<file path="src/common/z80_int_pkg.sv">
`default_nettype none

// Shared types and constants of the Z80 interrupt unit.
package z80_int_pkg;

  // Interrupt mode as set by IM 0, IM 1 and IM 2.
  typedef enum logic [1:0] {
    IM0 = 2'd0,
    IM1 = 2'd1,
    IM2 = 2'd2
  } int_mode_t;

  // Interrupt related strobes of one instruction.
  // At most one strobe is high in a cycle.
  typedef struct packed {
    logic      ei;
    logic      di;
    logic      retn;
    logic      set_im;
    logic      ld_i;
    logic      ld_r;
    // Mode operand of IM n.
    int_mode_t im;
    // Accumulator value for LD I,A and LD R,A.
    logic [7:0] data;
  } int_op_t;

  // Source of an accepted interrupt.
  typedef enum logic [1:0] {
    KIND_NONE = 2'd0,
    KIND_NMI  = 2'd1,
    KIND_IRQ  = 2'd2
  } int_kind_t;

  // Acknowledge pulse towards the sequencer.
  typedef struct packed {
    logic        valid;
    int_kind_t   kind;
    logic [15:0] vector;
  } int_ack_t;

  // Fixed restart addresses.
  localparam logic [15:0] NMI_VECTOR = 16'h0066;
  localparam logic [15:0] IM1_VECTOR = 16'h0038;

endpackage

`default_nettype wire

</file>
<file path="src/int_control/int_controller.sv">
`timescale 1ns/1ps
`default_nettype none

// Interrupt controller.
// Decodes operation strobes, captures NMI, keeps the interrupt mode
// and arbitrates requests at instruction boundaries.
module int_controller
  import z80_int_pkg::*;
(
  input  logic       clk,
  input  logic       reset,

  // From the instruction sequencer.
  input  int_op_t    op,
  input  logic       insn_done,

  // Interrupt pins and the device byte.
  input  logic       nmi_n,
  input  logic       int_n,
  input  logic [7:0] bus_vector,

  // Feedback from the register block.
  input  logic [7:0] reg_i,
  input  logic       iff1,

  output int_mode_t  int_mode,
  output int_ack_t   ack,

  // Control of the register block.
  output logic       i_wr,
  output logic [7:0] i_in,
  output logic       r_wr,
  output logic [7:0] r_in,
  output logic       enable_interrupts,
  output logic       disable_interrupts,
  output logic       accept_nmi,
  output logic       ret_from_nmi,
  output logic       next_insn_done
);

  // NMI synchronizer and edge detect.
  logic [1:0] nmi_sync;
  logic       nmi_prev;
  logic       nmi_fall;
  logic       nmi_pending;

  // Boundary arbitration.
  logic       boundary;
  logic       accept_irq;

  // Registered acknowledge.
  logic        ack_valid;
  int_kind_t   ack_kind;
  logic [15:0] ack_vector;
  logic [15:0] irq_vector;

  // Plain decode of the operation strobes.
  assign i_wr              = op.ld_i;
  assign i_in              = op.data;
  assign r_wr              = op.ld_r;
  assign r_in              = op.data;
  assign enable_interrupts = op.ei;
  assign ret_from_nmi      = op.retn;
  assign next_insn_done    = insn_done;

  // DI clears the flags.
  // So does a maskable acceptance, during the ack cycle.
  // Using the registered ack keeps iff1 out of a combinational loop.
  assign disable_interrupts = op.di | (ack_valid & (ack_kind == KIND_IRQ));

  // nmi_n idles high, so the sync chain resets to ones.
  always_ff @(posedge clk or posedge reset) begin
    if (reset) begin
      nmi_sync <= 2'b11;
      nmi_prev <= 1'b1;
    end else begin
      nmi_sync <= {nmi_sync[0], nmi_n};
      nmi_prev <= nmi_sync[1];
    end
  end

  assign nmi_fall = nmi_prev & ~nmi_sync[1];

  // A new edge wins over the clear.
  always_ff @(posedge clk or posedge reset) begin
    if (reset) begin
      nmi_pending <= 1'b0;
    end else if (nmi_fall) begin
      nmi_pending <= 1'b1;
    end else if (accept_nmi) begin
      nmi_pending <= 1'b0;
    end
  end

  // Mode register.
  always_ff @(posedge clk or posedge reset) begin
    if (reset) begin
      int_mode <= IM0;
    end else if (op.set_im) begin
      int_mode <= op.im;
    end
  end

  // No acceptance on EI or DI, nor in the ack cycle itself.
  assign boundary   = insn_done & ~op.ei & ~op.di & ~ack_valid;
  // NMI first.
  assign accept_nmi = boundary & nmi_pending;
  // iff1 already reads low in the EI shadow.
  assign accept_irq = boundary & ~nmi_pending & ~int_n & iff1;

  // Restart address for a maskable interrupt.
  always_comb begin
    case (int_mode)
      IM1:     irq_vector = IM1_VECTOR;
      // Table entry, bit 0 forced low.
      IM2:     irq_vector = {reg_i, bus_vector[7:1], 1'b0};
      // IM0 treats the byte as an RST opcode.
      default: irq_vector = {8'h00, 2'b00, bus_vector[5:3], 3'b000};
    endcase
  end

  always_ff @(posedge clk or posedge reset) begin
    if (reset) begin
      ack_valid <= 1'b0;
    end else begin
      ack_valid <= accept_nmi | accept_irq;
    end
  end

  always_ff @(posedge clk) begin
    if (accept_nmi) begin
      ack_kind   <= KIND_NMI;
      ack_vector <= NMI_VECTOR;
    end else if (accept_irq) begin
      ack_kind   <= KIND_IRQ;
      ack_vector <= irq_vector;
    end
  end

  assign ack.valid  = ack_valid;
  assign ack.kind   = ack_kind;
  assign ack.vector = ack_vector;

  // At most one strobe per cycle.
  a_one_strobe: assert property (
    @(posedge clk) disable iff (reset)
    $onehot0({op.ei, op.di, op.retn, op.set_im, op.ld_i, op.ld_r})
  );

  // Strobes arrive in the last cycle of their instruction.
  a_strobe_at_boundary: assert property (
    @(posedge clk) disable iff (reset)
    (op.ei || op.di || op.retn || op.set_im || op.ld_i || op.ld_r) |-> insn_done
  );

endmodule

`default_nettype wire

</file>
<file path="src/verilog/ir_registers.sv">
`timescale 1ns/1ps
`default_nettype none

// I and R registers plus the two interrupt enable flip-flops.
// EI takes effect only after the instruction that follows it.
module ir_registers (
  input  logic       clk,
  input  logic       reset,

  // Register writes from LD I,A and LD R,A.
  input  logic       i_wr,
  input  logic [7:0] i_in,
  input  logic       r_wr,
  input  logic [7:0] r_in,

  // Flag control.
  input  logic       enable_interrupts,
  input  logic       disable_interrupts,
  input  logic       accept_nmi,
  input  logic       ret_from_nmi,
  // Current instruction completes at the next rising edge.
  input  logic       next_insn_done,

  output logic [7:0] reg_i,
  output logic [7:0] reg_r,
  output logic       iff1,
  output logic       iff2
);

  // Flags as stored, before gating.
  logic int_iff1;
  logic int_iff2;

  // Set by EI. Cleared when the following instruction ends.
  logic delayed_enable;

  // Visible flags are forced low while interrupts must not be taken.
  // This covers reset, the DI cycle, the EI cycle and the EI shadow.
  logic flag_block;

  assign flag_block = reset | disable_interrupts | enable_interrupts | delayed_enable;

  assign iff1 = int_iff1 & ~flag_block;
  assign iff2 = int_iff2 & ~flag_block;

  // I register.
  always_ff @(posedge clk or posedge reset) begin
    if (reset) begin
      reg_i <= 8'h00;
    end else if (i_wr) begin
      reg_i <= i_in;
    end
  end

  // R register.
  // No refresh count here, only LD R,A changes it.
  always_ff @(posedge clk or posedge reset) begin
    if (reset) begin
      reg_r <= 8'h00;
    end else if (r_wr) begin
      reg_r <= r_in;
    end
  end

  // Interrupt enable flags.
  // Priority is DI, then EI, then NMI accept, then RETN.
  always_ff @(posedge clk or posedge reset) begin
    if (reset) begin
      int_iff1       <= 1'b0;
      int_iff2       <= 1'b0;
      delayed_enable <= 1'b0;
    end else begin
      if (disable_interrupts) begin
        int_iff1       <= 1'b0;
        int_iff2       <= 1'b0;
        delayed_enable <= 1'b0;
      end else if (enable_interrupts) begin
        // Stored now, but held invisible for one more instruction.
        int_iff1       <= 1'b1;
        int_iff2       <= 1'b1;
        delayed_enable <= 1'b1;
      end else if (accept_nmi) begin
        // IFF2 remembers the mask state for RETN.
        int_iff1       <= 1'b0;
        int_iff2       <= int_iff1;
        delayed_enable <= 1'b0;
      end else if (ret_from_nmi) begin
        int_iff1       <= int_iff2;
        delayed_enable <= 1'b0;
      end else if (next_insn_done && delayed_enable) begin
        // Shadow instruction is done.
        delayed_enable <= 1'b0;
      end
    end
  end

  // Flags read low in any cycle with an EI or DI strobe.
  a_flags_low_on_ei_di: assert property (
    @(posedge clk) disable iff (reset)
    (enable_interrupts || disable_interrupts) |-> (!iff1 && !iff2)
  );

  // EI and DI come from different instructions.
  a_ei_di_exclusive: assert property (
    @(posedge clk) disable iff (reset)
    !(enable_interrupts && disable_interrupts)
  );

endmodule

`default_nettype wire

</file>
<file path="src/verilog/z80_int_unit.sv">
`timescale 1ns/1ps
`default_nettype none

// Interrupt unit top.
// Controller plus I, R and IFF register block.
module z80_int_unit
  import z80_int_pkg::*;
(
  input  logic       clk,
  input  logic       reset,

  input  int_op_t    op,
  input  logic       insn_done,
  input  logic       nmi_n,
  input  logic       int_n,
  input  logic [7:0] bus_vector,

  output logic [7:0] reg_i,
  output logic [7:0] reg_r,
  output logic       iff1,
  output logic       iff2,
  output int_mode_t  int_mode,
  output int_ack_t   ack
);

  // Controller to register block.
  logic       i_wr;
  logic [7:0] i_in;
  logic       r_wr;
  logic [7:0] r_in;
  logic       enable_interrupts;
  logic       disable_interrupts;
  logic       accept_nmi;
  logic       ret_from_nmi;
  logic       next_insn_done;

  int_controller u_int_controller (
    .clk                (clk),
    .reset              (reset),
    .op                 (op),
    .insn_done          (insn_done),
    .nmi_n              (nmi_n),
    .int_n              (int_n),
    .bus_vector         (bus_vector),
    .reg_i              (reg_i),
    .iff1               (iff1),
    .int_mode           (int_mode),
    .ack                (ack),
    .i_wr               (i_wr),
    .i_in               (i_in),
    .r_wr               (r_wr),
    .r_in               (r_in),
    .enable_interrupts  (enable_interrupts),
    .disable_interrupts (disable_interrupts),
    .accept_nmi         (accept_nmi),
    .ret_from_nmi       (ret_from_nmi),
    .next_insn_done     (next_insn_done)
  );

  // Gated iff1 goes back to the controller as its only mask.
  ir_registers u_ir_registers (
    .clk                (clk),
    .reset              (reset),
    .i_wr               (i_wr),
    .i_in               (i_in),
    .r_wr               (r_wr),
    .r_in               (r_in),
    .enable_interrupts  (enable_interrupts),
    .disable_interrupts (disable_interrupts),
    .accept_nmi         (accept_nmi),
    .ret_from_nmi       (ret_from_nmi),
    .next_insn_done     (next_insn_done),
    .reg_i              (reg_i),
    .reg_r              (reg_r),
    .iff1               (iff1),
    .iff2               (iff2)
  );

endmodule

`default_nettype wire
</file>
<file path="config.mk">
export PLATFORM = sky130hd
export DESIGN_NAME = z80_int_unit
export DESIGN_NICKNAME = d
export VERILOG_FILES = /design/src/common/z80_int_pkg.sv /design/src/int_control/int_controller.sv /design/src/verilog/ir_registers.sv /design/src/verilog/z80_int_unit.sv
export SDC_FILE = /design/constraint.sdc
export NUM_CORES = 1
export LEC_CHECK = 0
export BUFFER_PORTS_ARGS = -buffer_cell sky130_fd_sc_hd__buf_4
export CORE_AREA = 5 5 92 94
export CTS_BUF_LIST = sky130_fd_sc_hd__clkbuf_2
export CTS_CLUSTER_SIZE = 25
export DETAILED_ROUTE_END_ITERATION = 12
export DIE_AREA = 0 0 97 99
export GPL_TIMING_DRIVEN = 0
export PLACE_DENSITY_LB_ADDON = 0.08
export RECOVER_POWER = 25
export REMOVE_ABC_BUFFERS = 1
export SETUP_SLACK_MARGIN = 0.2
export SLEW_MARGIN = 30
export SYNTH_ARGS = -nofsm -noshare
export SYNTH_HDL_FRONTEND = slang
export SYNTH_HIERARCHICAL = 1
export SYNTH_SLANG_ARGS = --single-unit
</file>
<file path="constraint.sdc">
create_clock -name clk -period 1.8 [get_ports clk]
set_input_delay 0.09 -clock clk [delete_from_list [all_inputs] [get_ports clk]]
set_output_delay 0.09 -clock clk [all_outputs]
set_load 0.01 [all_outputs]
</file>
Word-level counts from Yosys, hierarchy flattened
Index checks and enable logic that the tools add are counted.

Output and inout port bits: 39. Register bits: 44. Bits of input ports: 29.

Bitwise logic cells: 23. Reduce and logical (&&, ||, !) cells: 5. Muxes and demuxes: 15. Equality and inequality tests: 3.

Operator list (number): case mux 16 bit (2 select lines) (1); two-way mux 1 bit (14); bitwise AND 1 bit (11); NOT 1 bit (7); bitwise OR 1 bit (5); nonzero test 5 bit (1); equality test 2 bit (second input constant) (2); nonzero test 4 bit (1); nonzero test 3 bit (1); equality test 2 x 1 -> 1 bit (second input constant) (1); nonzero test 2 bit (1); logical AND 1 bit (1).

Logic depth before layout (Yosys ltp)
Gate-level depths: netlist (run 1).

Depth after elaboration: 10. Depth in mapped cells: 8.

Cells and area by module
Netlist (run 1), hierarchy kept.

By module, submodules not included: int_controller (instances 1, area each 1071.0 sq um, cells each 100, seq. area each 519.2 sq um); ir_registers (instances 1, area each 744.5 sq um, cells each 49, seq. area each 475.5 sq um).

Worst setup path before layout (run 1)
OpenSTA, ideal clock, no wires.

Kind: flip-flop to flip-flop. Start: register u_int_controller.ack_valid. End: register u_int_controller.ack_vector[15]. Arrival: 1.914 ns. Period minus slack after synthesis: 2.030 ns. Path buffers: 1. Slack: -0.230 ns. Data required time: 1.684 ns. Stages on the path, launching flop included: 8. Path through: dfrtp_1 -> a31o_2 -> nor4_1 -> and2_1 -> nor2b_1 -> o21ai_2 -> buf_6 -> a22o_4.

Word-level cells in the longest chain between the ends: 8. Elaborated cells on any way between the ends: 13. Those cells by class: bitwise: 13.

RTL lines: start, declared (RTL line int_controller.sv:52) `logic ack_valid;`; start signal, assigned (RTL line int_controller.sv:126) `ack_valid <= accept_nmi | accept_irq;`; bitwise AND 1 bit (RTL line int_controller.sv:69) `assign disable_interrupts = op.di | (ack_valid & (ack_kind == KIND_IRQ));`; bitwise OR 1 bit (RTL line int_controller.sv:69); via disable_interrupts (RTL line z80_int_unit.sv:32) `logic disable_interrupts;`; bitwise OR 1 bit (3 in a row) (RTL line ir_registers.sv:41) `assign flag_block = reset | disable_interrupts | enable_interrupts | delayed_enable;`; NOT 1 bit (RTL line ir_registers.sv:43) `assign iff1 = int_iff1 & ~flag_block;`; bitwise AND 1 bit (RTL line ir_registers.sv:43); via iff1 (RTL line z80_int_unit.sv:20) `output logic iff1,`; bitwise AND 1 bit (RTL line int_controller.sv:109) `assign accept_irq = boundary & ~nmi_pending & ~int_n & iff1;`; end signal, assigned (RTL line int_controller.sv:136) `ack_vector <= irq_vector;`; end, declared (RTL line int_controller.sv:54) `logic [15:0] ack_vector;`.

The timed path passes the listed nets, and every way through them passes these cells. A chain may end at the register's enable or synchronous reset.

Worst setup path in the final report (run 1)
Start: register u_int_controller.ack_valid. End: register u_int_controller.ack_vector[12].

Word-level cells in the longest chain between the ends: 8. Elaborated cells on any way between the ends: 13. Those cells by class: bitwise: 13.

RTL lines (RTL line): bitwise AND 1 bit (int_controller.sv:69); bitwise OR 1 bit (int_controller.sv:69); via disable_interrupts (z80_int_unit.sv:32); bitwise OR 1 bit (3 in a row) (ir_registers.sv:41); NOT 1 bit (ir_registers.sv:43); bitwise AND 1 bit (ir_registers.sv:43); bitwise AND 1 bit (int_controller.sv:109).

The timed path passes the listed nets, and every way through them passes these cells.

==> metrics.yaml, run 1 <==
areaGrowthSynthToFinish_pct: 52.3
die_h_um: 99
yosysUniqueCellTypes: 34
initial_utilization: 0.240
grt_use_total: 0.103
run_status: "complete, no violations"
io_pins: 68
drtAntennaViolNets: 0
cp_data_arrival_time_ns: 2.12
synth_mux_area_frac: 0.110
maxCapViolations: 0
detail_route.wl_per_cell_um: 14.7
io_buffers: 65
final_hold_viol_count: 0
synth_compound_area_frac: 0.121
worstPathCellList: "a31o_4, nor4_4, and2_4, nor2b_4, buf_12, and4_4, a22o_1"
htree_num_levels: 2
root_buffer: "clkbuf_2"
synth_edf_count: 0
min_from: "bus_vector[3]"
finalSetupTns_ns: 0
cts_tree: "yes"
die_x_um: 97
detailed_place_hpwl_mm: 3.34
final_nets: 264
clkLatencyLatePin_ns: 0.40
final_cell_mix: "buf_4, dlygate4sd3_1, dfrtp_1, dfxtp_1, mux2_2"
pre_cts_ws_ns: -0.631
final_core_util: 0.365
numCtsBuffers: 5
dp_cells: 289
clk_pin_slew_ns: 0.21
hold_class: "input pin to register"
cpMaxStageDelayCell: "dfrtp_1"
grt_overflow: 0
endpoint_kind: "register"
antenna_found_initial: 0
fin_cells: 336
crit_path_start: "u_int_controller/ack_valid"
slew_headroom: 0.491
synth_top_family_by_area: "buffers and inverters"
period_needed_ns: 1.79
core_area_um2: 7570
grt_pass1_vias: 1522
worst_pin_slew_ns: 0.763
power_density_nw_per_um2: 723
ys_ff_latch: 43
drt_wl_total_mm: 4.95
gp_congestion: 0.766
synth_xor_area_frac: 0
total_power_w: 0.00200
finalClockSkew_ns: 0.0304
ys_async_sr_fraction: 0.605
synth_cells: 149
layout_commonest_cell: "buf_4"
synthAdderAreaFrac: 0.0138
yosys_warnings: 6
rows: 32
post_drt_via_cell_ratio: 4.10
setup_viol: 0
clock-sinks: 43
cp_max_fo: 7
grt_max_degree: 20
die-area_um2: 9600
critPathKind: "register to register"
first_iter_violations: 20
clock_path_buffers: 2
cp-start-kind: "register"
max_stage_delay_ns: 0.44
drive_gt1_frac: 0.534
timing.final.ws_setup_ns: 0.00912
p_leak_nw: 1.26
synth-simple-area-share: 0.0731
grt_first_pass_wirelength_mm: 7.78
syn-cell-area_um2: 1820
drtPass1Iterations: 4
vias: 1377
r2r-start: "u_int_controller/ack_valid"
diodes: 0
avgSynthCellArea_um2: 12.2
drc: 0
synth-main-ff-cell: "dfrtp_1"
max-vdd-ir-drop_uv: 276
r2r_slack_ns: 0.009
fmax_mhz: 558
required_ns: 2.13
slew_viol_final: 0
seq_area_frac_synth: 0.548
fin_crit_sh: 0.995
rsz0062_at_grt: "yes"
[final timing paths]
path,end,cells after the start
setup reg to reg,u_int_controller/ack_vector[12],7
hold reg to reg,u_int_controller/nmi_sync[1],0
max in group asynchronous,u_ir_registers/int_iff1,3
setup / recovery,u_int_controller/ack_vector[12],7
hold / removal,u_int_controller/ack_vector[3],4
min in group asynchronous,u_int_controller/nmi_pending,3
[area by class of cell]
cell class,instances,area (µm²)
Multi-Input combinational cell,72,696
Clock buffer,7,35.0
Sequential cell,43,996
Fill cell,762,4800
Inverter,9,36.3
Clock inverter,1,30.0
Timing Repair Buffer,102,845
Tap cell,102,128
[timing repair]
item | in CTS | in global routing
cloned | 2 | 0
pin swaps | 11 | 7
setup endpoints to repair | 20 | 22
setup buffers | 6 | 6
hold buffers | 25 | 0
resized for setup | 16 | 13
hold endpoints to repair | 52 | 0
[cell families after synthesis]
| group | after synthesis |
|---|---|
| AOI/OAI and AO/OA | 28 |
| adders and majority gates | 2 |
| muxes | 18 |
| buffers and inverters | 36 |
| other | 1 |
| DFF | 43 |
| and+or+nand+nor | 21 |
[state kept, by name, indices dropped and copies added (netlist names)]
register / cells
u_int_controller/ack_vector: 15
u_ir_registers/reg_i: 8
u_ir_registers/reg_r: 8
u_int_controller/ack_kind: 2
u_int_controller/int_mode: 2
u_int_controller/nmi_sync: 2
u_int_controller/ack_valid: 1
u_int_controller/nmi_pending: 1
u_int_controller/nmi_prev: 1
u_ir_registers/delayed_enable: 1
u_ir_registers/int_iff1: 1
u_ir_registers/int_iff2: 1
[power breakdown]
| part | switching (W) | internal (W) | total (W) |
|---|---|---|---|
| Sequential | 0.0000456 | 0.00102 | 0.00107 |
| Clock | 0.000314 | 0.000248 | 0.000561 |
| Combinational | 0.000152 | 0.000217 | 0.000370 |
| Total | 0.000511 | 0.00149 | 0.00200 |
[Yosys cell counts (all sizes together), types with 2 or more instances]
library cell,count,area share
and2,3,0.011
dfxtp,17,0.19
buf,27,0.11
a2bb2oi,3,0.014
o22ai,2,0.0069
dfrtp,23,0.32
dfstp,3,0.043
ha,2,0.014
nand2,9,0.019
mux2,16,0.099
a22o,11,0.059
mux2i,2,0.011
o21ai,6,0.019
a21oi,3,0.0083
inv,9,0.019
[layer usage]
layer / track usage / part of all wire / up-vias
li1: - / - / 662
met1: 0.126 / 0.44 / 671
met2: 0.168 / 0.49 / 39
met3: 0.0368 / 0.057 / 5
met4: 0.0356 / 0.0095 / 0
met5: 0 / 0 / -
[worst max-delay path, delay by kind of cell, from the launching register on]
family          cells  cell delay [ns]
simple gates        4             0.78
flops               1             0.44
compound gates      2             0.38
buf+inv             1             0.14
[metrics by stage]
stage / hold slack (ns) / cell area [µm²]
CTS: 0.00125 / 2690
global placement: 0.0623 / 2230
floorplan: -0.109 / 1610
detailed placement: 0.0732 / 2230
global route: 0.0256 / 2770
finish: 0.0343 / 2770
Note: power is estimated with default switching activity, not from simulation.
==> run 2, diff against run 1 <==
ABC_AREA = 1   (was unset)
CORE_AREA = 5 5 97 99   (was 5 5 92 94)
DIE_AREA = 0 0 102 104   (was 0 0 97 99)
==> run 2 against run 1 <==
  * Core utilization fell by 2.6 points
  * Via count up 16%
  * Clock-buffer cell count decreased by 1
  * Global-route usage decreased by 0.38 points
  * Die area rose by 10%
  * Critical path type unchanged
  * Sequential cell count unchanged
  * Combinational power increased by 4%
  * Cell area rose by 4.0%
==> metrics.yaml, run 2 <==
yosys_warnings: 6  # unchanged
run_status: "complete, no violations"
areaGrowthSynthToFinish_pct: 39.1
drtPass1Iterations: 3  # -1
largest_register: "u_int_controller/ack_vector"
cpMaxStageDelayCell: "dfrtp_1"
pre_cts_ws_ns: -0.499  # +0.132 ns
drt_wl_total_mm: 5.14  # +3.9%
root_buffer: "clkbuf_2"
slew_headroom: 0.288  # -0.202
worstPathCellList: "inv_2, o31ai_4, nor2_2, nand3_2, nor2_4, nand3_4, nor2_4, buf_12, nand2_1, nand2_1, nor2_1"
cp_data_arrival_time_ns: 1.91  # -0.21 ns
numCtsBuffers: 5  # unchanged
yosysUniqueCellTypes: 26  # -24%
gp_congestion: 0.751  # -2.0%
cp-start-kind: "register"
setup_viol: 0  # unchanged
final_core_util: 0.340  # -0.0256
p_leak_nw: 1.43  # +13%
drive_gt1_frac: 0.375  # -0.159
core_area_um2: 8470  # +12%
post_drt_via_cell_ratio: 3.90  # -4.7%
vias: 1601  # +16%
synth.most_common_cell: "nand2_1"
rows: 34  # +6.3%
die-area_um2: 10600  # +10%
ys_async_sr_fraction: 0.605  # unchanged
multiInputGateArea_um2: 803  # +15%
io_pins: 68  # unchanged
design_area_um2: 2880  # +4.0%
cts_tree: "yes"
clkLatencyLatePin_ns: 0.39  # about the same
detail_route.wl_per_cell_um: 12.5  # -15%
drc: 0  # unchanged
initial_utilization: 0.244  # +0.00440
die_x_um: 102  # +5.2%
grt_max_degree: 20  # unchanged
timing.final.ws_setup_ns: 0.203  # +0.194 ns
worst_pin_slew_ns: 1.07  # +0.304 ns
finalSetupTns_ns: 0  # unchanged
max-vdd-ir-drop_uv: 248  # -10%
avgSynthCellArea_um2: 9.19  # -25%
fin_crit_sh: 0.887  # -0.108
maxCapViolations: 0  # unchanged
hold_class: "input pin to register"
finalClockSkew_ns: 0.0289  # -0.00146 ns
clock-sinks: 43  # unchanged
drtAntennaViolNets: 0  # unchanged
required_ns: 2.11  # -0.02 ns
synth_top_area_share: 0.278  # -0.0387
final_nets: 331  # +25%
register_area_um2: 996  # unchanged
final_cell_mix: "buf_4, nand2_1, dlygate4sd3_1, nor2_1, dfrtp_1"
rsz0062_at_grt: "yes"
io_buffers: 65  # unchanged
max_stage_delay_ns: 0.44  # about the same
slew_viol_final: 0  # unchanged
cp_max_fo: 11  # +4
ys_top_cells_by_area: "dfrtp_1, dfxtp_1, mux2_4"
syn-cell-area_um2: 2070  # +14%
hold_slack_ns: 0.0524  # +0.0181 ns
period_needed_ns: 1.60  # -0.194 ns
htree_num_levels: 2  # unchanged
placedInstanceArea_um2: 2450  # +9.9%
clk_pin_slew_ns: 0.24  # +0.03 ns
die_h_um: 104  # +5.1%
nFillCells: 919  # +21%
ys_ff_latch: 43  # unchanged
detailed_place_hpwl_mm: 3.36  # +0.62%
grt_use_total: 0.0990  # -0.00384
critPathKind: "register to register"
grt_first_pass_wirelength_mm: 8.15  # +4.8%
grt_overflow: 0  # unchanged
yosys-top-cells-count: "nand2_1, nor2_1, buf_4"
synth-main-ff-cell: "dfrtp_1"
seq_area_frac_synth: 0.481  # -0.0670
fmax_mhz: 626  # +12%
synth_top_area_cell: "dfrtp_1"
largest_reg_flops: 15  # unchanged
final_hold_viol_count: 0  # unchanged
endpoint_kind: "register"
antenna_found_initial: 0  # unchanged
grt_pass1_vias: 1619  # +6.4%
layout_commonest_cell: "buf_4"
synth_edf_count: 0  # unchanged
largestRegisters: "u_int_controller/ack_vector x15, u_ir_registers/reg_i x8, u_ir_registers/reg_r x8"
first_iter_violations: 19  # -5.0%
clock_path_buffers: 2  # unchanged
power_density_nw_per_um2: 651  # -10%
synth_cells: 225  # +51%
==> run 2: metrics by stage <==
stage          cells  total power [W]
2_1_floorplan    195          0.00125
6_report         410          0.00187
3_3_place_gp     368          0.00142
3_5_place_dp     368          0.00142
5_1_grt          409          0.00199
4_1_cts          407          0.00193
==> run 2: critical path: cells and delay by family, from the launching register on <==
kind / cells / cell delay (ns)
simple gates: 8 / 0.79
flops: 1 / 0.44
buf+inv: 2 / 0.22
compound gates: 1 / 0.07
==> run 2: final timing paths <==
| check | end | slack [ns] | depth (start not counted) | start |
|---|---|---|---|---|
| min reg2reg | u_int_controller/nmi_prev | 0.39 | 0 | u_int_controller/nmi_sync[1] |
| max in group asynchronous | u_ir_registers/int_iff2 | 0.51 | 4 | reset |
| min in group asynchronous | u_ir_registers/reg_i[6] | 0.63 | 4 | reset |
| max | u_int_controller/ack_vector[13] | 0.20 | 11 | u_int_controller/ack_valid |
| max reg2reg | u_int_controller/ack_vector[13] | 0.20 | 11 | u_int_controller/ack_valid |
| min | u_ir_registers/reg_i[1] | 0.05 | 2 | op[11] |
==> run 2: what timing repair did <==
action	in CTS	in global routing
hold buffers	24	2
resized for setup	18	5
setup endpoints to repair	20	22
cloned	2	0
buffers inserted	5	0
pin swaps	6	3
hold endpoints to repair	53	20
==> run 2: cell families after synthesis <==
kind of cell / count (synthesis) / synth area share
AND/OR/NAND/NOR: 100 / 0.199
adder cells (fa/ha/maj): 2 / 0.0121
multiplexers: 16 / 0.116
AO/OA/AOI/OAI: 10 / 0.0284
buffers and inverters: 53 / 0.162
flip-flops: 43 / 0.481
other: 1 / 0.00181
==> run 2: power by group <==
group,total (W),leakage [nW],internal [W],switching (W)
clock,0.000423,0.0290,0.0000993,0.000324
sequential,0.00106,0.442,0.00102,0.0000405
combinational,0.000385,0.961,0.000212,0.000173
total,0.00187,1.43,0.00133,0.000537
==> run 2: area by class of cell <==
class / count / area share
diodes: 1 / 0.000870
clock buffers: 6 / 0.0104
clock inverters: 2 / 0.00435
inverters: 23 / 0.0309
multi-input cells: 131 / 0.279
flip-flops and latches: 43 / 0.346
well taps: 108 / 0.0470
repair buffers: 96 / 0.281
==> run 2: metal layers <==
metal	share of wire	global-route usage	vias to the layer above
li1	-	-	826
met1	0.43	0.118	729
met2	0.48	0.166	44
met3	0.086	0.0376	2
met4	0.0053	0.0253	0
met5	0	0	-
==> run 3, diff against run 2 <==
CORE_AREA = 5 5 94 96   (was 5 5 97 99)
DIE_AREA = 0 0 99 101   (was 0 0 102 104)
SLEW_MARGIN = unset   (was 30)
SYNTH_HIERARCHICAL = unset   (was 1)
clock period = 1.7 ns   (was 1.8 ns; I/O delays follow)
==> run 3 against run 2 <==
  * Hold slack gained 0.0055 ns
  * Largest cell class unchanged
  * Highest routed layer unchanged
  * Clock skew up 0.0078 ns
  * Sequential cell count unchanged
==> metrics.yaml, run 3 <==
final_hold_viol_count: 0  # unchanged
synth-main-ff-cell: "dfrtp_1"
ys_top_cells_by_area: "dfrtp_1, dfxtp_1, mux2_2"
die-area_um2: 10000  # -5.7%
endpoint_kind: "output pin"
die_x_um: 99  # -2.9%
power_density_nw_per_um2: 720  # +11%
grt_pass1_vias: 1806  # +12%
ys_async_sr_fraction: 0.605  # unchanged
grt_use_total: 0.114  # +0.0153
layout_commonest_cell: "buf_4"
yosys-top-cells-count: "nand2_1, dfrtp_1, nand3_1"
p_leak_nw: 1.45  # +1.5%
reg2reg_to: "u_int_controller.ack_vector[4]"
required_ns: 1.62  # -0.49 ns
r2r_slack_ns: 0.29  # +0.09 ns
run_status: "complete, no violations"
hold_slack_ns: 0.0579  # +0.00547 ns
intPower_w: 0.00157  # +18%
avgSynthCellArea_um2: 9.33  # +1.5%
grt_max_degree: 27  # +35%
core_area_um2: 7970  # -5.9%
vias: 1724  # +7.7%
crit_path_start: "u_int_controller.ack_valid"
slew_viol_final: 0  # unchanged
ys_ff_latch: 43  # unchanged
htree_num_levels: 2  # unchanged
slew_headroom: 0.302  # +0.0134
cp-start-kind: "register"
cp_data_arrival_time_ns: 1.35  # -0.56 ns
synth_edf_count: 0  # unchanged
drtPass1Iterations: 6  # +3
final_nets: 342  # +3.3%
final_core_util: 0.374  # +0.0342
clock_path_buffers: 2  # unchanged
seq_area_frac_synth: 0.523  # +0.0417
p_switching_w: 0.000575  # +7.2%
fin_crit_sh: 0.842
detailed_place_hpwl_mm: 3.37  # about the same
comb_power_share: 0.205  # about the same
areaGrowthSynthToFinish_pct: 56.6
period_needed_ns: 1.43
yosys_warnings: 0  # -6
grt_first_pass_wirelength_mm: 8.89  # +9.2%
max-vdd-ir-drop_uv: 303  # +22%
largest_register: "u_int_controller.ack_vector"
rows: 33  # -2.9%
syn-cell-area_um2: 1900  # -8.0%
initial_utilization: 0.239  # -0.00550
cp_max_fo: 3  # -8
largestRegisters: "u_int_controller.ack_vector x15, u_ir_registers.reg_i x8, u_ir_registers.reg_r x8"
swShare: 0.268  # -0.0186
rsz0062_at_grt: "yes"
diodes: 0  # -1
final_cell_mix: "buf_4, nand2_1, dlygate4sd3_1, dfrtp_1, nand3_1"
worst_pin_slew_ns: 1.05  # -0.0212 ns
root_buffer: "clkbuf_2"
setup_viol: 0  # unchanged
p_seq_frac: 0.527  # -0.042
critPathKind: "register to output pin"
drtAntennaViolNets: 0  # unchanged
post_drt_via_cell_ratio: 4.13  # +5.9%
first_iter_violations: 21  # +2
antenna_found_initial: 0  # unchanged
maxCapViolations: 0  # unchanged
clkLatencyLatePin_ns: 0.40  # about the same
cts_tree: "yes"
fmax_mhz: 699
synth.most_common_cell: "nand2_1"
numCtsBuffers: 5  # unchanged
finalClockSkew_ns: 0.0367  # +0.00779 ns
synth_top_area_cell: "dfrtp_1"
min_from: "bus_vector[4]"
drt_wl_total_mm: 5.66  # +10%
gp_congestion: 0.712  # -5.3%
hold_class: "input pin to register"
r2r_cells: 7  # -4
grt_overflow: 0  # unchanged
synth_cells: 204  # -9.3%
io_buffers: 65  # unchanged
io_pins: 68  # unchanged
clk_pin_slew_ns: 0.20  # -0.04 ns
detail_route.wl_per_cell_um: 13.6  # +8.2%
drc: 0  # unchanged
drive_gt1_frac: 0.372  # -0.00362
yosysUniqueCellTypes: 26  # unchanged
power_frac_clock: 0.268  # +0.042
critPathCapture: "iff2"
synth_top_area_share: 0.302  # +0.0242
die_h_um: 101  # -2.9%
largest_reg_flops: 15  # unchanged
r2r-start: "u_int_controller.ack_valid"
clock-sinks: 43  # unchanged
## run 3: cell type report
| cell class | count | area, µm² |
|---|---|---|
| Fill cell | 831 | 4990 |
| Clock inverter | 3 | 38.8 |
| Sequential cell | 43 | 995 |
| Tap cell | 105 | 131 |
| Multi-Input combinational cell | 134 | 841 |
| Clock buffer | 5 | 25.0 |
| Timing Repair Buffer | 109 | 880 |
| Inverter | 18 | 70.1 |
## run 3: kinds of logic after synthesis
group           Yosys count  synth area share
fa+ha+maj                 2            0.0131
flops                    43             0.523
other cells               1           0.00197
compound gates           21            0.0559
simple gates             92             0.234
buf+inv                  29            0.0776
mux                      16            0.0947
## run 3: per-layer routing
layer	up-vias	part of all wire	global-route usage
met2	56	0.50	0.204
met4	0	0.0094	0.0326
met1	791	0.42	0.127
li1	872	-	-
met3	5	0.074	0.0443
met5	-	0	0
## run 3: worst min-delay path by stage
stage / endpoint / cells after the start
6_report: u_int_controller.ack_vector[4] / 5
5_1_grt: u_int_controller.ack_vector[4] / 5
2_1_floorplan: u_int_controller.nmi_sync[0] / 0
3_3_place_gp: u_int_controller.nmi_sync[0] / 1
3_5_place_dp: u_int_controller.nmi_sync[0] / 1
4_1_cts: u_int_controller.ack_vector[4] / 5
## run 3: critical path, cell delays in order (launching register included)
cell     delay, ns
dfrtp_1       0.46
nand3_2       0.12
nand2_4       0.09
inv_4         0.06
nand2_2       0.04
nor2_2        0.08
buf_4         0.12
## run 3: power groups by stage
stage	Combinational, W	Sequential, W	Clock, W
2_1_floorplan	0.000146	0.00116	0
3_3_place_gp	0.000350	0.00115	0
3_5_place_dp	0.000347	0.00115	0
4_1_cts	0.000431	0.00113	0.000614
5_1_grt	0.000487	0.00114	0.000649
6_report	0.000440	0.00113	0.000574
## run 3: what timing repair did
action	in CTS	in global routing
setup buffers	7	9
pin swaps	5	5
resized for setup	9	6
gates cloned	2	0
hold endpoints to repair	50	0
hold buffers	28	0
setup endpoints to repair	22	21
## run 3: stage by stage
stage	setup TNS (ns)	area [µm²]	std cells	worst slack [ns]	total power [W]
4_1_cts	0	2920	408	0.139	0.00218
6_report	0	2980	417	0.269	0.00214
3_5_place_dp	-0.244	2440	363	-0.131	0.00149
5_1_grt	0	2980	417	0.134	0.00228
3_3_place_gp	-0.183	2440	363	-0.122	0.00150
2_1_floorplan	0	1820	193	0.307	0.00131
